===== src/logic/microOp_settings.svh =====
// Micro-op expander constants
`ifndef MICROOP_SETTINGS_SVH
`define MICROOP_SETTINGS_SVH

`define WORD_W      32      // Instruction width
`define REG_COUNT   16      // Architectural registers
`define WORD_BYTES  4       // Bytes per transfer in a block sequence

`define RZ_CODE     4'd15   // Scratch register under the Rz selects
`define LINK_REG    4'd14   // Link register

`define OP_MOV      4'd13   // Data-processing opcodes
`define OP_ADD      4'd4

`define CLS_DP_REG  3'b000  // Bits 27:25 instruction classes
`define CLS_DP_IMM  3'b001
`define CLS_LS_IMM  3'b010
`define CLS_LS_REG  3'b011
`define CLS_BLOCK   3'b100

`endif


===== src/logic/microOpPkg.sv =====
// Micro-op expander types
package microOpPkg;
	`include "microOp_settings.svh"

	// Data-processing decode of the instruction word
	typedef struct packed {
		logic [3:0]  cond;     // Condition field
		logic [2:0]  cls;      // Bits 27:25
		logic [3:0]  opcode;   // Bits 24:21
		logic        s;        // Flag update
		logic [3:0]  rn;
		logic [3:0]  rd;
		logic [11:0] operand;  // Shifter operand or offset
	} dpView_t;

	// Block transfer decode of the same word
	typedef struct packed {
		logic [3:0]            cond;
		logic [2:0]            cls;
		logic                  p;        // Before/after
		logic                  u;        // Up/down
		logic                  b;        // Byte, also S bit on block transfers
		logic                  w;        // Base writeback
		logic                  l;        // Load when set
		logic [3:0]            rn;       // Base register
		logic [`REG_COUNT-1:0] regList;
	} blockView_t;

	typedef union packed {
		dpView_t    dpView;
		blockView_t blockView;
	} instrWord_u;

	typedef struct packed {
		logic n;
		logic z;
		logic c;
		logic v;
	} flags_t;

	// Steering controls for the datapath
	typedef struct packed {
		logic       instrMux;       // Select micro-op word over fetched word
		logic       noFlagUpdate;
		logic       keepV;          // Multiply keeps V
		logic       prevRsr;        // Second half of a split op
		logic       ldmStmForward;  // Forward Rz address in block transfers
		logic [3:0] regFileRz;      // Mux select, then Rz on WA3, RA2, RA1
	} uOpCtrl_t;

	typedef struct packed {
		logic [4:0]  spare;
		logic [3:0]  nextReg;      // Lowest register still to move
		logic [11:0] startOffset;  // Byte offset of first access
		logic        addUp;
		logic        lastReg;      // One register left
		logic        noRegsLeft;
	} regInfo_t;

	typedef enum logic [2:0] {
		ready, rsrOp, macAdd, blBranch, blockLoad, blockStore
	} seqState_t;

	typedef enum logic [3:0] {
		passThru, rsrShift, rsrApply, macMul, macAccum, blLink, blJump,
		blockFirst, blockNext, blockNextWb, blockNop
	} stepKind_t;
endpackage


===== src/logic/condCheck.sv =====
// Condition code check
`timescale 1ns/1ps

module condCheck import microOpPkg::*; (
	input  instrWord_u instr,
	input  flags_t     flags,
	output logic       condPass
);
	logic nEqV;

	assign nEqV = (flags.n == flags.v);

	always_comb begin
		case (instr.dpView.cond)
			4'h0: condPass = flags.z;                // EQ
			4'h1: condPass = !flags.z;               // NE
			4'h2: condPass = flags.c;                // CS
			4'h3: condPass = !flags.c;               // CC
			4'h4: condPass = flags.n;                // MI
			4'h5: condPass = !flags.n;               // PL
			4'h6: condPass = flags.v;                // VS
			4'h7: condPass = !flags.v;               // VC
			4'h8: condPass = flags.c && !flags.z;    // HI
			4'h9: condPass = !flags.c || flags.z;    // LS
			4'hA: condPass = nEqV;                   // GE
			4'hB: condPass = !nEqV;                  // LT
			4'hC: condPass = !flags.z && nEqV;       // GT
			4'hD: condPass = flags.z || !nEqV;       // LE
			4'hE: condPass = 1'b1;                   // AL
			default: condPass = 1'b0;                // Never
		endcase
	end
endmodule


===== src/logic/microOpTop.sv =====
// Micro-op expander top level
`timescale 1ns/1ps

module microOpTop import microOpPkg::*; (
	input  logic       clk,
	input  logic       reset,
	input  instrWord_u instr,     // Instruction in Decode
	input  logic       hold,      // Pipeline stall level
	input  flags_t     flags,
	output instrWord_u uOpInstr,
	output uOpCtrl_t   uOpCtrl,
	output logic       uOpStall   // Stalls fetch mid-sequence
);
	stepKind_t step;
	regInfo_t  regInfo;
	logic      listLoad;
	logic      condPass;

	uOpSequencer sequencer (
		.clk      (clk),
		.reset    (reset),
		.hold     (hold),
		.instr    (instr),
		.condPass (condPass),
		.regInfo  (regInfo),
		.step     (step),
		.listLoad (listLoad),
		.uOpStall (uOpStall)
	);

	regListCounter listCounter (
		.clk      (clk),
		.reset    (reset),
		.hold     (hold),
		.listLoad (listLoad),
		.instr    (instr),
		.regInfo  (regInfo)
	);

	condCheck cond (
		.instr    (instr),
		.flags    (flags),
		.condPass (condPass)
	);

	uOpComposer composer (
		.instr    (instr),
		.step     (step),
		.regInfo  (regInfo),
		.uOpInstr (uOpInstr),
		.uOpCtrl  (uOpCtrl)
	);
endmodule


===== src/logic/regListCounter.sv =====
// Block transfer register tracker
`timescale 1ns/1ps
`include "microOp_settings.svh"

module regListCounter import microOpPkg::*; (
	input  logic       clk,
	input  logic       reset,
	input  logic       hold,
	input  logic       listLoad,
	input  instrWord_u instr,
	output regInfo_t   regInfo
);
	logic [`REG_COUNT-1:0] listNow;   // Registers not yet transferred
	logic [`REG_COUNT-1:0] srcList;
	logic [`REG_COUNT-1:0] listNext;
	logic [4:0]            regCount;
	logic [11:0]           countBytes;
	logic [3:0]            lowReg;

	assign srcList = listLoad ? instr.blockView.regList : listNow;
	assign regCount = 5'($countones(srcList));
	assign countBytes = 12'(regCount) * 12'(`WORD_BYTES);

	// Lowest set bit, scanning down so the last hit wins
	always_comb begin
		lowReg = 4'd0;
		for (int i = `REG_COUNT - 1; i >= 0; i--) begin
			if (srcList[i]) begin
				lowReg = 4'(i);
			end
		end
	end

	always_comb begin
		listNext = srcList;
		listNext[lowReg] = 1'b0;  // Retire this cycle's register
	end

	always_ff @(posedge clk) begin
		if (reset) begin
			listNow <= '0;
		end else if (!hold) begin
			listNow <= listNext;
		end
	end

	always_comb begin
		regInfo = '0;
		regInfo.nextReg = lowReg;
		regInfo.lastReg = (regCount == 5'd1);
		regInfo.noRegsLeft = (regCount == 5'd0);
		case ({instr.blockView.p, instr.blockView.u})
			2'b00: begin  // Decrement after
				regInfo.startOffset = countBytes - 12'(`WORD_BYTES);
				regInfo.addUp = 1'b0;
			end
			2'b01: begin  // Increment after
				regInfo.startOffset = 12'd0;
				regInfo.addUp = 1'b1;
			end
			2'b10: begin  // Decrement before
				regInfo.startOffset = countBytes;
				regInfo.addUp = 1'b0;
			end
			default: begin  // Increment before
				regInfo.startOffset = 12'(`WORD_BYTES);
				regInfo.addUp = 1'b1;
			end
		endcase
	end
endmodule


===== src/logic/uOpComposer.sv =====
// Micro-op word and control builder
`timescale 1ns/1ps
`include "microOp_settings.svh"

module uOpComposer import microOpPkg::*; (
	input  instrWord_u instr,
	input  stepKind_t  step,
	input  regInfo_t   regInfo,
	output instrWord_u uOpInstr,
	output uOpCtrl_t   uOpCtrl
);
	logic isLoad;

	assign isLoad = instr.blockView.l;

	always_comb begin
		uOpInstr = instr;  // Unlisted fields follow the instruction
		uOpCtrl = '0;
		case (step)
			rsrShift: begin  // MOV Rz, Rm shifted by Rs
				uOpInstr.dpView.opcode = `OP_MOV;
				uOpInstr.dpView.s = 1'b0;
				uOpInstr.dpView.rn = 4'd0;
				uOpInstr.dpView.rd = `RZ_CODE;
				uOpCtrl.instrMux = 1'b1;
				uOpCtrl.noFlagUpdate = 1'b1;
				uOpCtrl.regFileRz = 4'b1100;
			end
			rsrApply: begin  // Original op on unshifted Rz
				uOpInstr.dpView.operand = {8'd0, `RZ_CODE};
				uOpCtrl.instrMux = 1'b1;
				uOpCtrl.prevRsr = 1'b1;
				uOpCtrl.regFileRz = 4'b0010;
			end
			macMul: begin
				uOpInstr.dpView.opcode[0] = 1'b0;  // MLA becomes MUL
				uOpInstr.dpView.rn = `RZ_CODE;     // Product lands in Rz
				uOpInstr.dpView.rd = 4'd0;
				uOpCtrl.instrMux = 1'b1;
				uOpCtrl.keepV = 1'b1;
				uOpCtrl.regFileRz = 4'b1100;
			end
			macAccum: begin  // Rd = Rz + Rn
				uOpInstr.dpView.cls = `CLS_DP_REG;
				uOpInstr.dpView.opcode = `OP_ADD;
				uOpInstr.dpView.s = instr.dpView.s;
				uOpInstr.dpView.rn = `RZ_CODE;
				uOpInstr.dpView.rd = instr.dpView.rn;   // MLA destination sits in 19:16
				uOpInstr.dpView.operand = {8'd0, instr.dpView.rd};  // Accumulator
				uOpCtrl.instrMux = 1'b1;
				uOpCtrl.noFlagUpdate = 1'b1;
				uOpCtrl.prevRsr = 1'b1;
				uOpCtrl.regFileRz = 4'b0001;
			end
			blLink: begin  // MOV LR, PC
				uOpInstr.dpView.cls = `CLS_DP_REG;
				uOpInstr.dpView.opcode = `OP_MOV;
				uOpInstr.dpView.s = 1'b0;
				uOpInstr.dpView.rn = 4'd0;
				uOpInstr.dpView.rd = `LINK_REG;
				uOpInstr.dpView.operand = 12'd15;
				uOpCtrl.instrMux = 1'b1;
			end
			blJump: begin
				uOpInstr.dpView.opcode[3] = 1'b0;  // Link bit off, plain B
				uOpCtrl.instrMux = 1'b1;
			end
			blockFirst: begin  // Single transfer off the base
				uOpInstr.blockView.cls = `CLS_LS_IMM;
				uOpInstr.blockView.p = 1'b1;
				uOpInstr.blockView.u = regInfo.addUp;
				uOpInstr.blockView.b = 1'b0;
				uOpInstr.blockView.w = 1'b0;
				uOpInstr.blockView.regList = {regInfo.nextReg, regInfo.startOffset};
				uOpCtrl.instrMux = 1'b1;
				uOpCtrl.noFlagUpdate = 1'b1;
			end
			blockNext, blockNextWb: begin  // Next word at Rz + 4
				uOpInstr.blockView.cls = isLoad ? `CLS_LS_REG : `CLS_LS_IMM;
				uOpInstr.blockView.p = 1'b1;
				uOpInstr.blockView.u = 1'b1;
				uOpInstr.blockView.b = 1'b0;
				uOpInstr.blockView.w = (step == blockNextWb);
				uOpInstr.blockView.rn = `RZ_CODE;
				uOpInstr.blockView.regList = {regInfo.nextReg, 12'd15};
				uOpCtrl.instrMux = 1'b1;
				uOpCtrl.noFlagUpdate = 1'b1;
				uOpCtrl.ldmStmForward = 1'b1;
				uOpCtrl.regFileRz = isLoad ? 4'b0001 : 4'b0000;
			end
			blockNop: begin  // ADD R0, R0, #0 with flags untouched
				uOpInstr.dpView.cls = `CLS_DP_IMM;
				uOpInstr.dpView.opcode = `OP_ADD;
				uOpInstr.dpView.s = 1'b0;
				uOpInstr.dpView.rn = 4'd0;
				uOpInstr.dpView.rd = 4'd0;
				uOpInstr.dpView.operand = 12'd0;
				uOpCtrl.instrMux = 1'b1;
				uOpCtrl.noFlagUpdate = 1'b1;
			end
			default: begin
				uOpInstr = instr;  // Pass-through
			end
		endcase
	end
endmodule


===== src/logic/uOpSequencer.sv =====
// Micro-op sequence FSM
`timescale 1ns/1ps
`include "microOp_settings.svh"

module uOpSequencer import microOpPkg::*; (
	input  logic       clk,
	input  logic       reset,
	input  logic       hold,
	input  instrWord_u instr,
	input  logic       condPass,
	input  regInfo_t   regInfo,
	output stepKind_t  step,
	output logic       listLoad,  // Counter takes the fresh list
	output logic       uOpStall
);
	seqState_t          state, nextState;
	logic [`WORD_W-1:0] raw;   // Flat view for pattern matching
	logic               isRsr, isShortMac, isBl, isBlock;

	assign raw = instr;

	// Register-shifted register, excluding BX
	assign isRsr = (raw[27:25] == `CLS_DP_REG) && !raw[7] && raw[4] &&
		(raw[27:4] != 24'h12FFF1);
	// MLA only, long forms are left alone
	assign isShortMac = (raw[27:24] == 4'b0000) && !raw[23] && raw[21] &&
		(raw[7:4] == 4'b1001);
	assign isBl = (raw[27:24] == 4'b1011);
	assign isBlock = (raw[27:25] == `CLS_BLOCK) && (|instr.blockView.regList);

	assign listLoad = (state == ready);

	always_ff @(posedge clk) begin
		if (reset) begin
			state <= ready;
		end else if (!hold) begin
			state <= nextState;  // Frozen while the pipeline holds
		end
	end

	always_comb begin
		step = passThru;
		nextState = ready;
		uOpStall = 1'b0;
		case (state)
			ready: begin
				if (isRsr) begin
					step = rsrShift;     // Shift into Rz first
					nextState = rsrOp;
					uOpStall = 1'b1;
				end else if (isShortMac) begin
					step = macMul;       // Product into Rz
					nextState = macAdd;
					uOpStall = 1'b1;
				end else if (isBl) begin
					step = blLink;       // Save return address
					nextState = blBranch;
					uOpStall = 1'b1;
				end else if (isBlock) begin
					step = blockFirst;
					if (regInfo.lastReg && !instr.blockView.w) begin
						nextState = ready;   // Single register, nothing follows
					end else begin
						nextState = instr.blockView.l ? blockLoad : blockStore;
						uOpStall = 1'b1;
					end
				end
			end
			rsrOp: begin
				step = rsrApply;
			end
			macAdd: begin
				step = macAccum;
			end
			blBranch: begin
				step = blJump;
			end
			blockLoad, blockStore: begin
				if (!condPass || regInfo.noRegsLeft) begin
					step = blockNop;         // Flush, or trailing writeback slot
				end else if (regInfo.lastReg) begin
					if (instr.blockView.w) begin
						step = blockNextWb;  // Base update, then one nop
						nextState = state;
						uOpStall = 1'b1;
					end else begin
						step = blockNext;
					end
				end else begin
					step = blockNext;
					nextState = state;
					uOpStall = 1'b1;
				end
			end
			default: begin
				step = passThru;
			end
		endcase
	end
endmodule


===== config.mk =====
export PLATFORM = sky130hd
export DESIGN_NAME = microOpTop
export DESIGN_NICKNAME = d
export VERILOG_FILES = /design/src/logic/microOpPkg.sv /design/src/logic/condCheck.sv /design/src/logic/microOpTop.sv /design/src/logic/regListCounter.sv /design/src/logic/uOpComposer.sv /design/src/logic/uOpSequencer.sv
export VERILOG_INCLUDE_DIRS = /design/src /design/src/logic
export SDC_FILE = /design/constraint.sdc
export NUM_CORES = 1
export LEC_CHECK = 0
export ABC_CLOCK_PERIOD_IN_PS = 26200
export BUFFER_PORTS_ARGS = -buffer_cell sky130_fd_sc_hd__buf_2
export CELL_PAD_IN_SITES_DETAIL_PLACEMENT = 1
export CELL_PAD_IN_SITES_GLOBAL_PLACEMENT = 1
export CORE_UTILIZATION = 42
export CTS_CLUSTER_DIAMETER = 60
export CTS_CLUSTER_SIZE = 10
export DETAILED_ROUTE_END_ITERATION = 8
export GPL_ROUTABILITY_DRIVEN = 0
export GPL_TIMING_DRIVEN = 0
export PLACE_DENSITY = 0.92
export SYNTH_ARGS = -nofsm -noshare
export SYNTH_HDL_FRONTEND = slang
export SYNTH_SLANG_ARGS = --single-unit

===== constraint.sdc =====
create_clock -name clk -period 26.2 [get_ports clk]
set_clock_uncertainty 0.2 [all_clocks]
set_input_delay 6.55 -clock clk [delete_from_list [all_inputs] [get_ports clk]]
set_output_delay 6.55 -clock clk [all_outputs]
set_load 0.1 [all_outputs]

==> metrics <==
clock slew at reported path FFs=0.07 ns; detailed placement HPWL=9.53 mm; drt wl/cell=19.0 um; initial antenna violation count=0; Pins Over Slew Limit=0; Worst Hold Class=reg -> reg; I/O pin total=81; Post-CTS Repair Setup Buffers=0; Syn Area/Cell=7.48 um2; clock share of power=5.4%; first-pass GRT wire length=17.8 mm; 1st-iter DRT viols=188; Post-synth EDFFs=0; CORE AREA=7330 um2; Worst setup EP type=primary output; CTS root buffer=clkbuf_8; Vias=3,688; multi-input logic area=2480 um2; P_sw=243 uW; period utilisation layout=75.0%; FF/Latch Area=380 um2; grt ovf=0; Setup CP Type=in -> out; fin util=51.3%; Port Buffers=76; CTS resizes=0; Crit Path Max Fanout=10; max_cap viols=0; Internal=154 uW; Synth Register Bits=19; Max Root-Sink Buffers=2; synth unique cells=75; CTS tree=built; CP max stage cell=nor4b_4; non-filler cells, final=609; vias in the first global route=3,610; Finished Cell Area=3760 um2; Placed Cells=605; Post-Syn Area=3210 um2; Placed Area=3720 um2; Lkg Pwr=1.87 nW; Synth warnings=0; Pwr Total=397 uW; M1 GR Usage=35.8%; DRC viols=0; CP Launch Type=primary input; final net count=579; most used routing layer=met2; fillcell total=995; r2r setup slk=18.62 ns; H-tree depth=1; setup TNS=0 ns; post-route ant nets=0; power density over cell area=105 nW/um2; asr flop ratio synth=0%; Comb pwr share=86.3%; Final Hold Fails=0; crit-path max cell delay=0.65 ns; pin count of the biggest net entering global routing=11; row count=31; fmax=50.9 MHz; most common flop cell mapped by yosys=dfxtp_1; switching part of the total=61.2%; worst-path cell chain=buf_2 > mux2i_1 > inv_1 > ha_1 > inv_1 > fa_1 > inv_1 > fa_1 > inv_1 > fa_1 > fa_1 > inv_1 > ha_1 > inv_1 > fa_1 > xor2_1 > and4_1 > a32o_1 > o41ai_1 > a31oi_2 > nor4b_4 > a22o_1 > buf_2; Die Y=89.5 um; CP required=19.45 ns; CP most frequent cell=inv_1; Max IR drop VDD=0.0414 mV; RSZ-0062 raised after global routing=no; Antenna Diode Count=0; Starting Density=43.8%; Post-Synthesis Net Count=498; pre-CTS setup slack=6.55 ns; crit path DAT=12.89 ns; outcome=complete, no violations; met2 Usage GRT=53.6%; Synth Instances=430; DRT Wirelength=11.6 mm; CTS buffer count=3; Die Wd=89.5 um; sequential fraction of the synthesis area=11.8%; GRT Util Overall=29.3%; worst-margin pin slew=0.976 ns; share of cells above drive strength 1=24.9%; Clock Latency Late Sink=0.26 ns; # hold bufs at CTS=0; fin crit period=19.64 ns; die area=8010 um2; met3 Use GR=1.85%; Area Growth Syn to Fin=17.1%; Worst Setup Slack, final=6.56 ns; Initial DRT Pass Iterations=5; CTS Sinks=19; final hold slack=0.281 ns; Seq pwr share=8.3%; final setup fails=0; headroom to the max-slew limit=34.4%; DR vias/cell=6.06
## worst paths after layout
kind                                         startpoint                       to  cells after the start
worst max register to register       sequencer.state[1]       sequencer.state[1]                     24
worst min-delay path            listCounter.listNow[15]  listCounter.listNow[15]                      2
worst max-delay path                          instr[12]              uOpInstr[6]                     23
worst min register to register  listCounter.listNow[15]  listCounter.listNow[15]                      2
## metal layers
| layer | part of all wire (%) | wire, um |
|---|---|---|
| met5 | 0 | 0 |
| met1 | 43 | 4940 |
| met4 | 2.6 | 303 |
| met3 | 4.7 | 541 |
| met2 | 50 | 5820 |
## registers in the layout (all words and copies together), names as in the netlist
name,cells
listCounter.listNow,16
sequencer.state,3
## critical path: cells and delay by family
kind / cells / cell delay [ns]
AOI/OAI and AO/OA: 4 / 1.13
xor gates and xnor gates: 1 / 0.19
adders and majority gates: 7 / 2.68
buffers and inverters: 8 / 1.02
muxes: 1 / 0.38
and+or+nand+nor: 2 / 0.93
## placed cells by master, fill, tap and decap left out, types with 5 or more instances in the layout
cell type,n
a211oi_1,6
a21o_1,6
a21oi_1,24
a221o_1,5
a31oi_1,5
and2_1,5
buf_2,82
buf_4,8
clkbuf_1,10
dfxtp_1,19
fa_1,11
ha_1,18
inv_1,54
mux2_2,5
mux2i_1,20
nand2_1,33
nand2b_1,6
nand4_1,5
nor2_1,41
nor2b_1,7
nor3_1,15
nor4_1,5
o211ai_1,8
o21ai_0,15
or2_2,5
xnor2_1,5
## final cells by class
class | count | area share [%]
inverters | 54 | 5.39
plain buffers | 25 | 3.89
well taps | 99 | 3.29
multi-input cells | 332 | 66.0
flip-flops and latches | 19 | 10.1
clock buffers | 4 | 1.20
repair buffers | 76 | 10.1
## kinds of logic after synthesis
| logic type | count (synthesis) | synth area share [%] |
|---|---|---|
| simple gates | 151 | 25.6 |
| flops | 19 | 11.8 |
| compound gates | 118 | 27.2 |
| fa+ha+maj | 29 | 13.9 |
| xor+xnor | 8 | 2.18 |
| mux | 26 | 8.41 |
| buf+inv | 79 | 10.9 |
## power groups by stage
stage / sequential [mW] / clock (mW) / combinational, mW
finish: 0.0331 / 0.0212 / 0.342
global route: 0.0332 / 0.0231 / 0.373
CTS: 0.0330 / 0.0213 / 0.343
detailed placement: 0.0337 / 0 / 0.341
global placement: 0.0334 / 0 / 0.324
floorplan: 0.0331 / 0 / 0.272
## Yosys cell counts, types with 6 or more instances
master | instances | area, um2
mux2i_1 | 20 | 200
nand2_1 | 33 | 124
nor3_1 | 15 | 75.1
inv_1 | 54 | 203
o211ai_1 | 8 | 60.1
ha_1 | 18 | 225
clkbuf_1 | 9 | 33.8
dfxtp_1 | 19 | 380
buf_2 | 6 | 30.0
a21o_1 | 6 | 45.0
fa_1 | 11 | 220
nand2b_1 | 6 | 37.5
buf_4 | 8 | 60.1
nor2b_1 | 7 | 43.8
nor2_1 | 41 | 154
o21ai_0 | 15 | 75.1
a21oi_1 | 24 | 120
a211oi_1 | 6 | 45.0
Power figures use the tool's default switching activity.
